<file path="src/sys_pkg.sv">
// Shared widths, download indexes and payload types for the host download path.
// Imported by every module of the download block.

package sys_pkg;

	// ==================================================
	// Widths
	// ==================================================
	localparam int HALF_W  = 16;
	localparam int WORD_W  = 32;
	localparam int ADDR_W  = 27;
	localparam int TRACK_W = 9;
	localparam int CODE_W  = 4 * WORD_W;

	// ==================================================
	// Payload types
	// ==================================================
	typedef logic [HALF_W-1:0]  half_t;
	typedef logic [WORD_W-1:0]  ram_word_t;
	typedef logic [ADDR_W-1:0]  ram_addr_t;
	typedef logic [TRACK_W-1:0] track_addr_t;

	// Flags 127:96, address 95:64, compare 63:32, replace 31:0
	typedef logic [CODE_W-1:0] cheat_code_t;

	// Host download indexes
	localparam logic [7:0] INDEX_BIOS   = 8'd0;
	localparam logic [7:0] INDEX_EXE    = 8'd1;
	localparam logic [7:0] INDEX_CDINFO = 8'd251;
	localparam logic [7:0] INDEX_CODE   = 8'd255;

	typedef enum logic [2:0] {
		DL_NONE   = 3'd0,
		DL_BIOS   = 3'd1,
		DL_EXE    = 3'd2,
		DL_CDINFO = 3'd3,
		DL_CODE   = 3'd4
	} dl_kind_t;

endpackage
</file>
<file path="src/download_decoder.sv">
// Decodes the host download index into a registered download kind.
// Also gives the EXE load pulse after an EXE image ends and the cheat clear
// pulse when a cheat download begins.

`timescale 1ns/1ps

module download_decoder import sys_pkg::*; (
	input  logic       clk_1x,
	input  logic       rst_n,
	input  logic       dl_active,
	input  logic [7:0] dl_index,
	output dl_kind_t   dl_kind,
	output logic       load_exe,
	output logic       code_reset
);

	logic is_exe;
	logic is_code;
	logic exe_d1;
	logic exe_d2;
	logic code_d1;

	assign is_exe  = (dl_kind == DL_EXE);
	assign is_code = (dl_kind == DL_CODE);

	// Kind follows active flag and index one cycle later
	always_ff @(posedge clk_1x or negedge rst_n) begin
		if (!rst_n) begin
			dl_kind <= DL_NONE;
		end else if (!dl_active) begin
			dl_kind <= DL_NONE;
		end else begin
			case (dl_index)
				INDEX_BIOS:   dl_kind <= DL_BIOS;
				INDEX_EXE:    dl_kind <= DL_EXE;
				INDEX_CDINFO: dl_kind <= DL_CDINFO;
				INDEX_CODE:   dl_kind <= DL_CODE;
				default:      dl_kind <= DL_NONE;
			endcase
		end
	end

	// ==================================================
	// Edge pulses
	// ==================================================
	always_ff @(posedge clk_1x or negedge rst_n) begin
		if (!rst_n) begin
			exe_d1     <= 1'b0;
			exe_d2     <= 1'b0;
			code_d1    <= 1'b0;
			load_exe   <= 1'b0;
			code_reset <= 1'b0;
		end else begin
			exe_d1     <= is_exe;
			exe_d2     <= exe_d1;
			code_d1    <= is_code;
			// Falling EXE flag, seen through the second delay stage
			load_exe   <= exe_d2 & ~exe_d1;
			// Rising CODE flag clears the cheat table
			code_reset <= is_code & ~code_d1;
		end
	end

endmodule

</file>
<file path="config.mk">
export PLATFORM = sky130hd
export DESIGN_NAME = download_decoder
export DESIGN_NICKNAME = d
export VERILOG_FILES = /design/src/sys_pkg.sv /design/src/download_decoder.sv
export SDC_FILE = /design/constraint.sdc
export NUM_CORES = 1
export LEC_CHECK = 0
export BUFFER_PORTS_ARGS = -buffer_cell sky130_fd_sc_hd__buf_4
export CAP_MARGIN = 30
export CORE_AREA = 2 2 39 41
export DETAILED_ROUTE_END_ITERATION = 7
export DIE_AREA = 0 0 41 43
export MAX_ROUTING_LAYER = met4
export PLACE_DENSITY = 0.46
export SYNTH_ARGS = -nofsm -noshare
export SYNTH_HDL_FRONTEND = slang
export SYNTH_SLANG_ARGS = --single-unit
</file>
<file path="constraint.sdc">
create_clock -name clk_1x -period 1 [get_ports clk_1x]
set_input_delay 0.1 -clock clk_1x [delete_from_list [all_inputs] [get_ports clk_1x]]
set_output_delay 0.1 -clock clk_1x [all_outputs]
set_load 0.01 [all_outputs]
</file>
Yosys cells after proc, flatten, opt, wreduce, memory -nomap -nowiden:

Cells that the tools add are included.

* register bits: 8
* bits of input ports: 11
* output and inout bits: 5
* logic and storage cells: 18

* eq/ne operators: 5
* multiplexer cells: 2
* bitwise operators: 4
* reduce and logical (&&, ||, !) cells: 1

Operators by type and width (number)
* 8-bit == test (second input constant): 2
* 3-bit case mux with 4 select lines: 1
* 8-bit by 1-bit == test with 1-bit output (second input constant): 1
* 8-bit zero test: 1
* 3-bit by 2-bit == test with 1-bit output (second input constant): 1
* 3-bit == test (second input constant): 1
* 3-bit 2-to-1 mux: 1
* 1-bit bitwise AND: 2
* 1-bit inverter: 2

Depth between registers and ports, before layout:

Gate-level depths: netlist of the first run.

* word-level depth: 3
* gate-level depth with buffers: 3
* mapped depth without buffers: 3

Least setup slack after synthesis of the first run:

OpenSTA, ideal clock, no wires.

* path kind: flip-flop to flip-flop
* from: reg dl_kind[0]
* to: reg code_reset
* setup time: 73 ps
* arrival time: 754 ps
* path slack: 173 ps
* cell stages (with the launch flop): 3
* path buffers: 0
* path through: dfrtp_1 -> nor3b_1 -> nor2b_1

* cells in the longest elaborated chain, start to end: 2

RTL lines
* start: declaration: RTL line download_decoder.sv:12 `output dl_kind_t dl_kind,`
* start signal: assignment: RTL line download_decoder.sv:29 `dl_kind <= DL_NONE;`
* start signal: assignment: RTL line download_decoder.sv:31 `dl_kind <= DL_NONE;`
* start signal: assignment: RTL line download_decoder.sv:34 `INDEX_BIOS: dl_kind <= DL_BIOS;`
* 3-bit == test: RTL line download_decoder.sv:24 `assign is_code = (dl_kind == DL_CODE);`
* net is_code: RTL line download_decoder.sv:18 `logic is_code;`
* 1-bit bitwise AND: RTL line download_decoder.sv:60 `code_reset <= is_code & ~code_d1;`
* end signal: assignment: RTL line download_decoder.sv:60
* end: declaration: RTL line download_decoder.sv:14 `output logic code_reset`

The timed path passes the listed nets, and every way through them passes these cells.

Final worst setup path of the first run:

* from: reg dl_kind[0]
* to: out dl_kind[0]

No word-level cell between the ends.

==> results.py, run 1 <==
metrics = {
    "outcome": {
        "status": "finished, final reports clean",
    },
    "critical_path": {
        "path_delay_family": "flip-flops",
        "cp_max_fo": 3,
        "required_ps": 900,
        "r2r_cells": 2,
        "path_cells": "buf_4",
        "crit_path_top_delay_cell": "dfrtp_1",
        "path_class": "reg2out",
        "start_kind": "flip-flop",
        "path_buf_inv": 1,
        "cp.arrival_ps": 780,
        "r2r_end": "code_reset",
        "max_stage_delay_ps": 390,
        "reg2reg_from": "dl_kind[0]",
        "r2r_setup_slack_ps": 120,
        "endpoint_kind": "primary output",
    },
    "hold_path": {
        "min_to": "dl_kind[0]",
        "min_delay_path_depth": 2,
        "hp-start": "dl_index[0]",
        "min_path_type": "in2reg",
    },
    "sta": {
        "drv_slew": 0,
        "worst_pin_slew_ps": 254,
        "rsz0062_at_grt": "false",
        "fmax_mhz": 1130,
        "setup_viol": 0,
        "layout_min_cycle_time_ps": 883,
        "setup_ws_ps": 117,
        "slew_headroom_pct": 83.0,
        "finalCritPeriodShare_pct": 88.3,
        "finalSetupTns_ps": 0,
        "finalClockSkew_ps": 0.931,
        "final_hold_viol_count": 0,
    },
    "pwr": {
        "ir_drop_mv": 0.399,
        "pwr-share-comb_pct": 9.7,
        "seqPwrFrac_pct": 53.3,
        "p_sw_mw": 0.117,
        "leakagePower_nw": 0.236,
        "power_mw": 0.612,
        "p_per_area_nw_per_um2": 1290,
        "internal_power_mw": 0.495,
        "power_frac_clock_pct": 37.1,
        "swShare_pct": 19.1,
    },
    "layout": {
        "nFillCells": 140,
        "ff_latch_area_sq_um": 200,
        "final_area_sq_um": 475,
        "area_growth_pct": 53.2,
        "fin_cells": 57,
        "multi_input_area_sq_um": 106,
        "diodes": 0,
        "nets": 54,
        "drive_above_1_share_pct": 51.2,
    },
    "global_route": {
        "overflow": 0,
        "grt_pass1_vias": 256,
        "grt_pass1_wl_um": 897,
        "grt_use_total_pct": 8.02,
        "antenna_found_initial": 0,
        "grt_max_degree": 9,
    },
    "synthesis": {
        "yosys_register_bits": 8,
        "yosysWarnings": 0,
        "synth_cell_types": 11,
        "yosysSeqAreaShare_pct": 64.5,
        "syn_nets": 33,
        "netlist_area_sq_um": 310,
        "avgSynthCellArea_sq_um": 14.1,
        "synthCells": 22,
    },
    "route": {
        "dr.pass1.iters": 2,
        "drt_iter0_markers": 2,
        "drt-total-wl_um": 563,
        "drc_errors": 0,
        "detail_route.vias_per_cell": 4.33,
        "wl_per_cell_um": 9.88,
        "drtAntennaViolNets": 0,
        "num_vias": 247,
    },
    "cts": {
        "htreeDepth": 1,
        "cts_sinks": 8,
        "cts.path.max_buffers": 2,
        "clkTransAtPathRegs_ps": 50,
        "cts_tree": "done",
        "clk_latency_ps": 240,
        "cts_root_buf": "clkbuf_4",
        "cts_buffers": 3,
    },
    "floorplanning": {
        "die-width_um": 41,
        "initial_core_util_pct": 22.4,
        "coreArea_sq_um": 1380,
        "rows": 14,
        "ios": 16,
        "die_h_um": 43,
        "die_area_sq_um": 1760,
    },
    "placed_design": {
        "dpl.cell_count": 53,
        "hpwlAfterDp_um": 491,
        "portBuffers": 15,
        "place.gp.congestion": 0.691,
        "post_dp_cell_area_sq_um": 443,
        "place_ws_ps": 105,
    },
    "job": {
        "cap_violations": 0,
    },
}
==> flip-flops by register name (all words and copies together), names as in the netlist <==
name and count:
code_d1 1, code_reset 1, dl_kind 3, exe_d1 1, exe_d2 1, load_exe 1
==> power groups by stage <==
| stage | clock [mW] | sequential (mW) | combinational [mW] |
|---|---|---|---|
| 2_1_floorplan | 0 | 0.331 | 0.00787 |
| 3_3_place_gp | 0 | 0.331 | 0.0548 |
| 3_5_place_dp | 0 | 0.331 | 0.0572 |
| 4_1_cts | 0.245 | 0.326 | 0.0604 |
| 5_1_grt | 0.262 | 0.325 | 0.0654 |
| 6_report | 0.227 | 0.326 | 0.0591 |
==> synthesized netlist by cell type <==
master / count / share of area, %
nor4b_2: 1 / 4.8
inv_1: 1 / 1.2
nor3b_1: 2 / 4.8
nand2_1: 1 / 1.2
nor2b_1: 2 / 4.0
nor3_1: 2 / 3.2
o21bai_1: 1 / 2.4
dfrtp_1: 8 / 65
nor4_4: 1 / 6.9
nand4_1: 2 / 4.0
a31o_2: 1 / 2.8
==> worst max-delay path by stage <==
stage                          start    endpoint  slack [ps]  cells after the start
after floorplan           dl_kind[0]  code_reset         170                      2
after global placement    dl_kind[0]  code_reset         160                      2
after detailed placement  dl_kind[0]  code_reset         110                      2
after CTS                 dl_kind[0]  code_reset          90                      2
after global routing      dl_kind[0]  code_reset          60                      2
final                     dl_kind[0]  dl_kind[0]         120                      1
==> kinds of logic after synthesis <==
kind of cell           count (synthesis)  share of synthesized area, %
AO/OA/AOI/OAI                          2                          5.24
buffers and inverters                  1                          1.21
flip-flops                             8                          64.5
AND/OR/NAND/NOR                       11                          29.0
==> stage by stage <==
| step | hold slack [ps] | utilization (%) |
|---|---|---|
| after global routing | 61.4 | 34.4 |
| after global placement | -80.4 | 32.0 |
| final | 53.9 | 34.4 |
| after detailed placement | -78.5 | 32.0 |
| after floorplan | -196 | - |
| after CTS | 42.2 | 34.4 |
==> worst reg2reg max path: stages, from the launching register on <==
cell and delay, ps:
dfrtp_1 390, nor3b_1 260, nor2b_1 160
==> cell type report <==
| class | count | area share [%] |
|---|---|---|
| flip-flops and latches | 8 | 42.1 |
| inverters | 1 | 0.789 |
| multi-input cells | 13 | 22.4 |
| well taps | 16 | 4.21 |
| clock buffers | 3 | 4.74 |
| repair buffers | 16 | 25.8 |
==> layer usage <==
| layer | part of all wire (%) | global-route usage (%) | wire [um] |
|---|---|---|---|
| met5 | 0 | - | 0 |
| met4 | 0 | 6.00 | 0 |
| met3 | 13 | 3.14 | 73 |
| met2 | 48 | 11.3 | 270 |
| met1 | 39 | 8.70 | 219 |
==> timing repair <==
item                                    CTS  global route
buffers inserted                          0             0
hold endpoints to repair                  8             0
gates resized for setup                   0             0
hold buffers                              1             0
endpoints found under the setup margin    0             0
==> cell usage in the layout (no fill, tap or decap), drive strengths merged, types with 2 or more instances in the layout <==
cell,instances
nor2b,2
nor3,2
clkbuf,3
nor3b,2
nand4,2
buf,15
dfrtp,8
Note: power is estimated with default switching activity, not from simulation.
==> run 2: changes to the inputs <==
--- a/config.mk
+++ b/config.mk
@@ -7,11 +7,13 @@
 export LEC_CHECK = 0
 export BUFFER_PORTS_ARGS = -buffer_cell sky130_fd_sc_hd__buf_4
 export CAP_MARGIN = 30
+export CELL_PAD_IN_SITES_DETAIL_PLACEMENT = 0
+export CELL_PAD_IN_SITES_GLOBAL_PLACEMENT = 2
 export CORE_AREA = 2 2 39 41
 export DETAILED_ROUTE_END_ITERATION = 7
 export DIE_AREA = 0 0 41 43
 export MAX_ROUTING_LAYER = met4
-export PLACE_DENSITY = 0.46
+export PLACE_DENSITY = 0.67
 export SYNTH_ARGS = -nofsm -noshare
 export SYNTH_HDL_FRONTEND = slang
 export SYNTH_SLANG_ARGS = --single-unit
==> results.py, run 2 (synthesis results as in run 1) <==
metrics = {
    "route": {
        "drt_iter0_markers": 2,
        "detail_route.vias_per_cell": 4.53,
        "drt-total-wl_um": 594,
        "drc_errors": 0,
        "drtAntennaViolNets": 0,
        "dr.pass1.iters": 2,
        "wl_per_cell_um": 10.4,
        "num_vias": 258,
    },
    "critical_path": {
        "endpoint_kind": "primary output",
        "path_cells": "buf_4",
        "path_buf_inv": 1,
        "reg2reg_from": "dl_kind[0]",
        "max_stage_delay_ps": 390,
        "cp.arrival_ps": 790,
        "path_class": "reg2out",
        "crit_path_top_delay_cell": "dfrtp_1",
        "r2r_setup_slack_ps": 190,
        "start_kind": "flip-flop",
        "required_ps": 900,
        "r2r_cells": 2,
        "path_delay_family": "flip-flops",
        "r2r_end": "code_reset",
        "cp_max_fo": 3,
    },
    "hold_path": {
        "hp-start": "dl_index[0]",
        "min_delay_path_depth": 2,
        "min_to": "dl_kind[0]",
        "min_path_type": "in2reg",
    },
    "outcome": {
        "status": "finished, final reports clean",
    },
    "cts": {
        "cts_buffers": 3,
        "cts_sinks": 8,
        "cts_root_buf": "clkbuf_4",
        "cts_setup_buffers": 0,
        "htreeDepth": 1,
        "clkTransAtPathRegs_ps": 40,
        "cts.path.max_buffers": 2,
        "cts_tree": "done",
        "clk_latency_ps": 250,
    },
    "sta": {
        "worst_pin_slew_ps": 260,
        "finalSetupTns_ps": 0,
        "layout_min_cycle_time_ps": 891,
        "rsz0062_at_grt": "false",
        "finalCritPeriodShare_pct": 89.1,
        "finalClockSkew_ps": 5.10,
        "fmax_mhz": 1120,
        "final_hold_viol_count": 0,
        "drv_slew": 0,
        "setup_viol": 0,
        "slew_headroom_pct": 82.6,
    },
    "layout": {
        "final_common_cell": "buf_4",
        "layout_common_cells": "buf_4 (15), dfrtp_1 (8), clkbuf_4 (3)",
        "diodes": 0,
        "drive_above_1_share_pct": 53.7,
        "nets": 54,
        "largest-register": "dl_kind",
        "largest_register_ffs": 3,
        "area_growth_pct": 54.8,
    },
    "global_route": {
        "antenna_found_initial": 0,
        "grt_max_degree": 9,
        "overflow": 0,
        "grt_pass1_wl_um": 1010,
        "grt_use_total_pct": 9.64,
        "grt_pass1_vias": 263,
    },
    "placed_design": {
        "portBuffers": 15,
        "hpwlAfterDp_um": 515,
        "place.gp.congestion": 0.626,
    },
    "pwr": {
        "power_mw": 0.619,
        "ir_drop_mv": 0.334,
        "leakagePower_nw": 0.240,
        "p_per_area_nw_per_um2": 1290,
    },
    "job": {
        "cap_violations": 0,
    },
    "floorplanning": {
        "die-width_um": 41,
        "die_area_sq_um": 1760,
        "die_h_um": 43,
        "coreArea_sq_um": 1380,
        "initial_core_util_pct": 22.4,
        "ios": 16,
        "rows": 14,
    },
}
## run 2: worst max path at each step
stage                     cells past startpoint        from  slack, ps         end
after floorplan                               2  dl_kind[0]        170  code_reset
after global routing                          1  dl_kind[1]         60  dl_kind[1]
after detailed placement                      2  dl_kind[0]        110  code_reset
after CTS                                     1  dl_kind[0]        110  dl_kind[0]
final                                         1  dl_kind[0]        110  dl_kind[0]
after global placement                        2  dl_kind[0]        120  code_reset
## run 2: metal layers
metal	vias to the layer above	track usage (%)	part of all wire, %
met5	-	-	0
met4	0	10.0	5.2
met3	4	3.14	13
met2	18	14.4	49
met1	115	8.55	32
li1	121	-	-
## run 2: area by class of cell
class / count / area [sq um]
multi-input cells: 13 / 111
repair buffers: 16 / 123
clock buffers: 3 / 22.5
well taps: 16 / 20.0
fillers: 148 / 903
inverters: 1 / 3.75
flip-flops and latches: 8 / 200
## run 2: repair_timing
| action | in CTS | in global routing |
|---|---|---|
| hold endpoints to repair | 8 | 0 |
| gates resized for setup | 0 | 1 |
| hold buffers | 1 | 0 |
| endpoints found under the setup margin | 0 | 1 |
## run 2: stage by stage
step	area, sq um	setup slack, ps	instances	util (%)	hold WS, ps
after detailed placement	443	108	53	32.0	-81.1
after CTS	475	111	57	34.4	49.7
after global placement	443	123	53	32.0	-84.5
after global routing	480	63.6	57	34.7	58.7
final	480	109	57	34.7	51.1
after floorplan	310	173	22	-	-196
## run 2: power breakdown
| group | leakage, nW | internal (mW) | total [mW] | switching, mW |
|---|---|---|---|---|
| registers | 0.112 | 0.325 | 0.326 | 0.000476 |
| clock network | 0.0138 | 0.136 | 0.233 | 0.0966 |
| logic | 0.115 | 0.0339 | 0.0597 | 0.0258 |
| total | 0.240 | 0.496 | 0.619 | 0.123 |
