<file path="src/sys_pkg.sv">
// Shared widths, download indexes and payload types for the host download path.
// Imported by every module of the download block.

package sys_pkg;

	// ==================================================
	// Widths
	// ==================================================
	localparam int HALF_W  = 16;
	localparam int WORD_W  = 32;
	localparam int ADDR_W  = 27;
	localparam int TRACK_W = 9;
	localparam int CODE_W  = 4 * WORD_W;

	// ==================================================
	// Payload types
	// ==================================================
	typedef logic [HALF_W-1:0]  half_t;
	typedef logic [WORD_W-1:0]  ram_word_t;
	typedef logic [ADDR_W-1:0]  ram_addr_t;
	typedef logic [TRACK_W-1:0] track_addr_t;

	// Flags 127:96, address 95:64, compare 63:32, replace 31:0
	typedef logic [CODE_W-1:0] cheat_code_t;

	// Host download indexes
	localparam logic [7:0] INDEX_BIOS   = 8'd0;
	localparam logic [7:0] INDEX_EXE    = 8'd1;
	localparam logic [7:0] INDEX_CDINFO = 8'd251;
	localparam logic [7:0] INDEX_CODE   = 8'd255;

	typedef enum logic [2:0] {
		DL_NONE   = 3'd0,
		DL_BIOS   = 3'd1,
		DL_EXE    = 3'd2,
		DL_CDINFO = 3'd3,
		DL_CODE   = 3'd4
	} dl_kind_t;

endpackage
</file>
<file path="src/ram_write_port.sv">
// Takes packed RAM words and sends them either to the RAM write channel,
// relocated for BIOS or EXE images, or to the CD track table port.
// Holds the host wait from each RAM request until the RAM confirms it.

`timescale 1ns/1ps

module ram_write_port import sys_pkg::*; #(
	parameter int BIOS_START = 2097152,
	parameter int EXE_START  = 4194304
) (
	input  logic        clk_1x,
	input  logic        rst_n,
	input  dl_kind_t    dl_kind,
	input  logic        word_valid,
	input  ram_word_t   word,
	input  ram_addr_t   word_offset,
	output logic        ram_req,
	output ram_addr_t   ram_addr,
	output ram_word_t   ram_data,
	input  logic        ram_done,
	output logic        track_wr,
	output track_addr_t track_addr,
	output ram_word_t   track_data,
	output logic        dl_wait
);

	localparam ram_addr_t BIOS_BASE = ram_addr_t'(BIOS_START);
	localparam ram_addr_t EXE_BASE  = ram_addr_t'(EXE_START);

	logic      to_ram;
	logic      to_track;
	ram_addr_t base_addr;

	assign to_ram    = word_valid && ((dl_kind == DL_BIOS) || (dl_kind == DL_EXE));
	assign to_track  = word_valid && (dl_kind == DL_CDINFO);
	assign base_addr = (dl_kind == DL_EXE) ? EXE_BASE : BIOS_BASE;

	// ==================================================
	// Request strobes and host wait
	// ==================================================
	always_ff @(posedge clk_1x or negedge rst_n) begin
		if (!rst_n) begin
			ram_req  <= 1'b0;
			track_wr <= 1'b0;
			dl_wait  <= 1'b0;
		end else begin
			ram_req  <= to_ram;
			track_wr <= to_track;
			// Done or end of download releases the host
			if (ram_done || (dl_kind == DL_NONE)) begin
				dl_wait <= 1'b0;
			end
			if (to_ram) begin
				dl_wait <= 1'b1;
			end
		end
	end

	// Address and data, valid with their strobes
	always_ff @(posedge clk_1x) begin
		if (to_ram) begin
			ram_addr <= word_offset + base_addr;
			ram_data <= word;
		end
		if (to_track) begin
			// Word index within the track table
			track_addr <= word_offset[10:2];
			track_data <= word;
		end
	end

endmodule

</file>
<file path="config.mk">
export PLATFORM = sky130hd
export DESIGN_NAME = ram_write_port
export DESIGN_NICKNAME = d
export VERILOG_FILES = /design/src/sys_pkg.sv /design/src/ram_write_port.sv
export SDC_FILE = /design/constraint.sdc
export NUM_CORES = 1
export LEC_CHECK = 0
export ABC_AREA = 1
export BUFFER_PORTS_ARGS = -buffer_cell sky130_fd_sc_hd__buf_2
export CAP_MARGIN = 20
export CORE_AREA = 8 8 90 92
export CTS_BUF_LIST = sky130_fd_sc_hd__clkbuf_4
export CTS_CLUSTER_DIAMETER = 150
export DETAILED_ROUTE_END_ITERATION = 7
export DIE_AREA = 0 0 98 100
export PLACE_DENSITY = 0.95
export SYNTH_ARGS = -nofsm -noshare
export SYNTH_HDL_FRONTEND = slang
export SYNTH_SLANG_ARGS = --single-unit
export TNS_END_PERCENT = 20
</file>
<file path="constraint.sdc">
create_clock -name clk_1x -period 0.9 [get_ports clk_1x]
set_input_delay 0.045 -clock clk_1x [delete_from_list [all_inputs] [get_ports clk_1x]]
set_output_delay 0.045 -clock clk_1x [all_outputs]
set_load 0.03 [all_outputs]
</file>
== Yosys cells after proc, flatten, opt, wreduce, memory -nomap -nowiden ==
Index checks and enable logic that the tools add are counted.
Operators by class
  $mul: 0
  $add $sub $neg: 1
  bitwise operators: 0
  equal/unequal tests: 3
  shift-type cells: 0
  muxes and demuxes: 3
  divide/modulo/power cells: 0
  order comparisons: 0
  reduce and logical (&&, ||, !) cells: 6
Operators by type and width (number)
  $add 27x23->27: 1
  $mux 23: 1
  $eq 3x2->1 const B: 2
  $eq 3x1->1 const B: 1
  $logic_not 3->1: 1
  $logic_and 1x1->1: 2
  $logic_or 1x1->1: 2
  $mux 1: 2
  $reduce_bool 2->1: 1
Storage, ports and cells
  output and inout bits: 103
  bits in latches: 0
  memories: 0
  memory bits (read-only): 0
  register bits after elaboration: 103
  input port bits: 66
  RAM bits: 0
  word-level logic and storage cells: 20

== Longest topological paths before layout ==
Gate-level depths: netlist of the first run.
  depth after elaboration: 4
  depth in mapped cells: 9
  gate-level depth less buffers: 9

== Least setup slack after synthesis of the first run ==
OpenSTA, ideal clock, no wires.
  path kind: input to register
  start: input port dl_kind[2]
  end: register track_addr[0], enable pin
  library setup time: 441 ps
  slack: -1475 ps
  arrival time: 1934 ps
  buffers on the path: 0
  required time: 459 ps
  stages on the path: 3
  cell sequence: inv_1 nand2_1 nor2_1
Between the ends
  longest elaborated chain between the ends: 2
RTL lines
  from (decl): line ram_write_port.sv:13  | input dl_kind_t dl_kind,
  $eq 3x2->1: line ram_write_port.sv:35  | assign to_track = word_valid && (dl_kind == DL_CDINFO);
  $logic_and 1x1->1: line ram_write_port.sv:35
  named net to_track: line ram_write_port.sv:31  | logic to_track;
  to (signal assigned): line ram_write_port.sv:67  | track_addr <= word_offset[10:2];
  to (decl): line ram_write_port.sv:22  | output track_addr_t track_addr,
The timed path passes the listed nets, and every way through them passes these cells.
A chain may end at the register's enable or synchronous reset.

== Worst setup path after layout of the first run ==
  start: register track_data[25]
  end: output port track_data[25]
RTL lines
  from (decl): line ram_write_port.sv:23  | output ram_word_t track_data,
  from (signal assigned): line ram_write_port.sv:68  | track_data <= word;
No word-level cell between the ends.

==> results of run 1 <==
[sequential cells by signal, indices dropped and copies added (netlist names)]
name,cells
ram_data,32
track_data,32
ram_addr,27
track_addr,9
dl_wait,1
ram_req,1
track_wr,1
[timing repair]
item	4_1_cts	5_1_grt
resized for setup	207	5
hold endpoints to repair	102	1
pin swaps	0	0
endpoints found under the setup margin	105	106
[metal layers]
layer  track usage  wire length (µm)
met4         0.110               387
met5             0                 0
met3        0.0817               836
met2         0.395              5790
met1         0.200              3620
[final cells by class]
type | instances | area [µm²]
fillers | 274 | 855
flip-flops and latches | 103 | 3080
inverters | 8 | 46.3
repair buffers | 237 | 2210
diodes | 3 | 7.51
clock inverters | 7 | 78.8
clock buffers | 9 | 67.6
well taps | 80 | 100
multi-input cells | 28 | 203
[cell families after synthesis]
group         count (synthesis)  synth area share
fa+ha+maj                     3            0.0138
simple gates                 23            0.0306
buf+inv                       8           0.00918
xor+xnor                      2           0.00536
flops                       103             0.941
[cells in the final DEF, fill, tap and decap left out]
cell type      synthesis  layout
ha_2                   0       1
edfxtp_1             100     100
nand2_1               13      11
nor2_4                 0       3
clkbuf_4               0       9
nand3_1                4       3
buf_12                 0       4
ha_1                   2       1
inv_1                  8       6
clkinv_4               0       1
dfrtp_1                3       3
nand2_2                1       2
xor2_1                 2       2
inv_12                 0       1
clkinvlp_4             0       2
nor2_1                 3       1
inv_8                  0       1
buf_2                  0      64
inv_6                  0       2
nand3_2                0       1
buf_6                  0     103
nand3b_1               1       1
dlygate4sd3_1          0      61
fa_2                   0       1
buf_4                  0       5
diode_2                0       3
bufinv_16              0       1
clkinv_1               0       1
nand2_4                0       1
[worst max path at each step]
stage | startpoint | endpoint | cells past startpoint
floorplan | dl_kind[0] | ram_addr[0]$_DFFE_PP_ | 4
finish | track_data[25]$_DFFE_PP_ | track_data[25] | 1
CTS | ram_addr[5]$_DFFE_PP_ | ram_addr[5] | 1
detailed placement | dl_kind[2] | ram_addr[25]$_DFFE_PP_ | 7
global route | ram_data[9]$_DFFE_PP_ | ram_data[9] | 1
global placement | dl_kind[2] | ram_addr[25]$_DFFE_PP_ | 7
[power groups by stage]
stage	sequential, mW	clock [mW]	combinational, mW
after CTS	5.62	2.43	1.51
after global placement	5.66	0	1.02
after detailed placement	5.67	0	1.06
after floorplan	6.14	0	0.113
final	5.64	2.47	1.56
after global routing	5.65	2.68	1.63
[synthesized netlist by cell type]
library cell  count  area share
ha_1              2      0.0076
inv_1             8      0.0092
nand2_1          13       0.015
nand2_2           1      0.0019
xor2_1            2      0.0054
nor2_2            1      0.0019
fa_1              1      0.0061
nor2_1            3      0.0034
nand3_1           4      0.0061
dfrtp_1           3       0.023
edfxtp_1        100        0.92
nand3b_1          1      0.0023
==> metrics, run 1 <==
width of the chip=98 µm; critical path endpoint category=output pin; terminus of the critical flop-to-flop path=dl_wait$_DFFE_PN0P_; hold bufs inserted after CTS=61; Die H=100 µm; critical path data arrival time=1070 ps; worst clock skew on the final layout=0 ps; Slew Limit Fails=0; Final Wtd Congestion=0.733; worst setup path class=register to output pin; cell with the biggest individual delay on the critical path=edfxtp_1; wire length reported by the detailed router=10600 µm; clock insertion delay at the later pin of the skew report=430 ps; share of final-layout standard cells stronger than drive strength 1=0.515; Finished Core Util=0.871; CTS tree=done; GRT Util Overall=0.213; Placeable Area=6640 µm²; count of yosys warnings during synthesis=0; count of buffer and inverter cells on the critical path=1; Num CTS Buffers=9; final-layout worst hold slack=-49.8 ps; origin of the critical flop-to-flop path=dl_wait$_DFFE_PN0P_; cell area after technology mapping=3270 µm²; DR vias/cell=4.94; start point of the worst min-delay path=word_offset[21]; half-perimeter wire length of the detailed placement result=5960 µm; startpoint class of the critical path=register; fraction of power consumed by the clock network=0.255; number of failing setup endpoints in the final timing report=103; clock net sink count=103; number of H-tree levels=3; fraction of power consumed by sequential logic=0.583; Clock Path Buffers=2; number of antenna violations at the first check in global routing=2; Worst Hold Class=input pin to register; drt pass-1 iters=4; Internal Power=7.14 mW; Placed Instances=395; final std cell area, no fill=5790 µm²; total power draw=9.67 mW; Rel. slew slack=0.873; actual transition at the worst max-transition pin=191 ps; synth-to-layout area growth=77.0%; area post-placement=4360 µm²; FF-to-FF setup slack=260 ps; setup slack after layout=-217 ps; syn_nets=208; P_leak=2.35 nW; flip-flop and latch count after synthesis=103; instance count of the mapped netlist=139; CP cell instances=buf_6; pre-CTS WS=-527 ps; total overflow reported by the global router=0; slowest stage delay, CP=450 ps; share of total power in combinational logic=0.162; pin count of the biggest net entering global routing=32; detail-routed net length per standard cell=22.4 µm; wire length of the first global-routing pass=15300 µm; Root Buffer=clkbuf_4; required time reported for the critical path endpoint=850 ps; setup repair after global routing missed its margin=yes; worst hold endpoint=ram_addr[21]$_DFFE_PP_; number of standard-cell rows in the floorplan=30; register area share after synthesis=0.941; status=finished with violations; path depth of the worst reg2reg path=2; maximum ir drop on the vdd rail=0.00105 V; CTS clk-pin slew, worst paths=180 ps; net total in the final layout=456; Post-Syn Area per Cell=23.5 µm²; number of vias after detailed routing=2345; Final min period=1120 ps; number of global-route vias before repair=2638; final critical-path share of the clock period=1.24; final sum of negative setup slack=-16550 ps; number of DRC violations after detailed-routing iteration 0=81; kind of cell adding the most delay to the critical path=flip-flops; highest achievable clock rate=895 MHz; ratio of total power to cell area=1670 nW/µm²; Initial Utilization=0.492; number of distinct library cells after synthesis=12; Layout Cells excl Fill=475; final hold violation count=1; # DRC=0; quantity of I/O buffers inserted on ports=168; top-level port count=169; area enclosed by the die boundary=9800 µm²; Final ANT Viol Nets=0; count of max-cap constraint violations=0; CP max FO=1; switching power=2.53 mW; setup bufs post-CTS=0; violated checks=negative hold slack, negative setup slack; cell count of the worst hold path=2; Net Sw Frac=0.262
No activity file was read; power rests on OpenSTA's default activity.
==> inputs of run 2 (changes only) <==
CORE_AREA = 2 2 84 86   (was 8 8 90 92)
DIE_AREA = 0 0 86 88   (was 0 0 98 100)
==> run 2 against run 1 <==
  * The flow still finishes with violations (negative hold slack, negative setup slack)
  * First-iteration DRC count rose by 70%
  * Clock skew did not move
  * Maximum frequency fell by 1.3%
  * Via count fell by 0.38%
  * Sequential cell count did not move
  * Largest cell class unchanged
==> metrics, run 2 (synthesis gave the netlist of run 1 again) <==
status=finished with violations; violated checks=negative hold slack, negative setup slack; wire length reported by the detailed router=9410 µm (-12%); Root Buffer=clkbuf_4; cell with the biggest individual delay on the critical path=edfxtp_1; Num CTS Buffers=9 (unchanged); critical path endpoint category=output pin; hold bufs inserted after CTS=59 (-3.3%); kind of cell adding the most delay to the critical path=flip-flops; CP max FO=1 (unchanged); setup bufs post-CTS=0 (unchanged); DR vias/cell=4.95 (+0.25%); detail-routed net length per standard cell=19.9 µm (-11%); final hold violation count=1 (unchanged); quantity of I/O buffers inserted on ports=168 (unchanged); leading cell type in the layout, fill and taps excluded=buf_6; half-perimeter wire length of the detailed placement result=5170 µm (-13%); ratio of total power to cell area=1630 nW/µm² (-2.3%); synth-to-layout area growth=75.2%; required time reported for the critical path endpoint=850 ps (about the same); Worst Hold Class=input pin to register; Final min period=1130 ps (+14.7 ps); setup repair after global routing missed its margin=yes; Initial Utilization=0.492 (unchanged); number of failing setup endpoints in the final timing report=103 (unchanged); slowest stage delay, CP=470 ps (+20 ps); Slew Limit Fails=0 (unchanged); Clock Path Buffers=2 (unchanged); startpoint class of the critical path=register; FF-to-FF setup slack=220 ps (-40 ps); GRT Util Overall=0.251 (+0.0377); worst setup path class=register to output pin; CTS clk-pin slew, worst paths=170 ps (about the same); final sum of negative setup slack=-16310 ps (+247 ps); uppermost signal routing layer after detailed routing=met4; critical path data arrival time=1090 ps (+20 ps); number of global-route vias before repair=2501 (-5.2%); total overflow reported by the global router=0 (unchanged); final critical-path share of the clock period=1.26 (+0.0163); Die H=88 µm (-12%); count of buffer and inverter cells on the critical path=1 (unchanged); highest achievable clock rate=884 MHz (-1.3%); wire length of the first global-routing pass=13400 µm (-12%); pre-CTS WS=-518 ps (+8.86 ps); share of final-layout standard cells stronger than drive strength 1=0.519 (+0.00388); final-layout worst hold slack=-38.3 ps (+11.5 ps); setup slack after layout=-231 ps (-14.7 ps); wire length the detailed router placed on met1=3110 µm (-14%); number of vias after detailed routing=2336 (-0.38%); Final ANT Viol Nets=0 (unchanged); top flop regs=ram_data (32), track_data (32), ram_addr (27); number of standard-cell rows in the floorplan=30 (unchanged); detailed-routed wire length on met3=800 µm (-4.3%); total power draw=9.35 mW (-3.3%); count of max-cap constraint violations=0 (unchanged); CP cell instances=buf_6; pin count of the biggest net entering global routing=32 (unchanged); clock net sink count=103 (unchanged); worst clock skew on the final layout=0 ps (unchanged); # DRC=0 (unchanged); top-level port count=169 (unchanged); Finished Core Util=0.862 (-0.00904); CTS tree=done; net total in the final layout=455 (-0.22%); top library cells by usage in the layout, fill and taps aside=buf_6, edfxtp_1, buf_2; P_leak=2.33 nW (-0.88%); Final Wtd Congestion=0.735 (+0.31%); area enclosed by the die boundary=7570 µm² (-23%); Filler cells=282 (+2.9%); clock insertion delay at the later pin of the skew report=440 ps (about the same); actual transition at the worst max-transition pin=191 ps (-0.211 ps); maximum ir drop on the vdd rail=0.00137 V (+30%); number of H-tree levels=3 (unchanged); number of antenna violations at the first check in global routing=1 (-1); width of the chip=86 µm (-12%); number of DRC violations after detailed-routing iteration 0=138 (+70%); routed length on met2=5260 µm (-9.2%); Rel. slew slack=0.873 (about the same); drt pass-1 iters=4 (unchanged); Placeable Area=6640 µm² (unchanged)
-- run 2: through the flow --
stage | instance area, µm² | cells
floorplan | 3310 | 139
global placement | 4370 | 396
detailed placement | 4370 | 396
CTS | 5720 | 471
global route | 5730 | 472
finish | 5730 | 472
-- run 2: cell type report --
type / count / area [µm²] / share of cell area
multi-input cells: 28 / 193 / 0.0336
diodes: 1 / 2.50 / 0.000437
clock inverters: 7 / 55.1 / 0.00961
inverters: 8 / 46.3 / 0.00808
repair buffers: 236 / 2190 / 0.382
flip-flops and latches: 103 / 3080 / 0.537
well taps: 80 / 100 / 0.0175
clock buffers: 9 / 67.6 / 0.0118
-- run 2: where the power goes --
part,internal [mW],switching [mW],leakage [nW]
clock network,0.599,1.58,0.0633
logic,0.728,0.803,1.31
registers,5.52,0.120,0.956
-- run 2: repair_timing --
item | in CTS | in global routing
hold endpoints to repair | 102 | 2
gates resized for setup | 205 | 2
setup endpoints to repair | 104 | 105
-- run 2: routing by layer --
metal | up-vias | track usage
met5 | - | 0
met4 | 0 | 0.0880
met3 | 25 | 0.0867
met2 | 165 | 0.481
met1 | 1126 | 0.250
li1 | 1020 | -
-- run 2: final timing paths --
path                                             from                     end  cells after the start
worst max-delay path            ram_data[9]$_DFFE_PP_             ram_data[9]                      1
worst min-delay path                  word_offset[21]  ram_addr[21]$_DFFE_PP_                      2
worst max register to register    dl_wait$_DFFE_PN0P_     dl_wait$_DFFE_PN0P_                      2
worst min register to register    dl_wait$_DFFE_PN0P_     dl_wait$_DFFE_PN0P_                      2
max in group asynchronous                       rst_n      track_wr$_DFF_PN0_                      3
min in group asynchronous                       rst_n       ram_req$_DFF_PN0_                      3
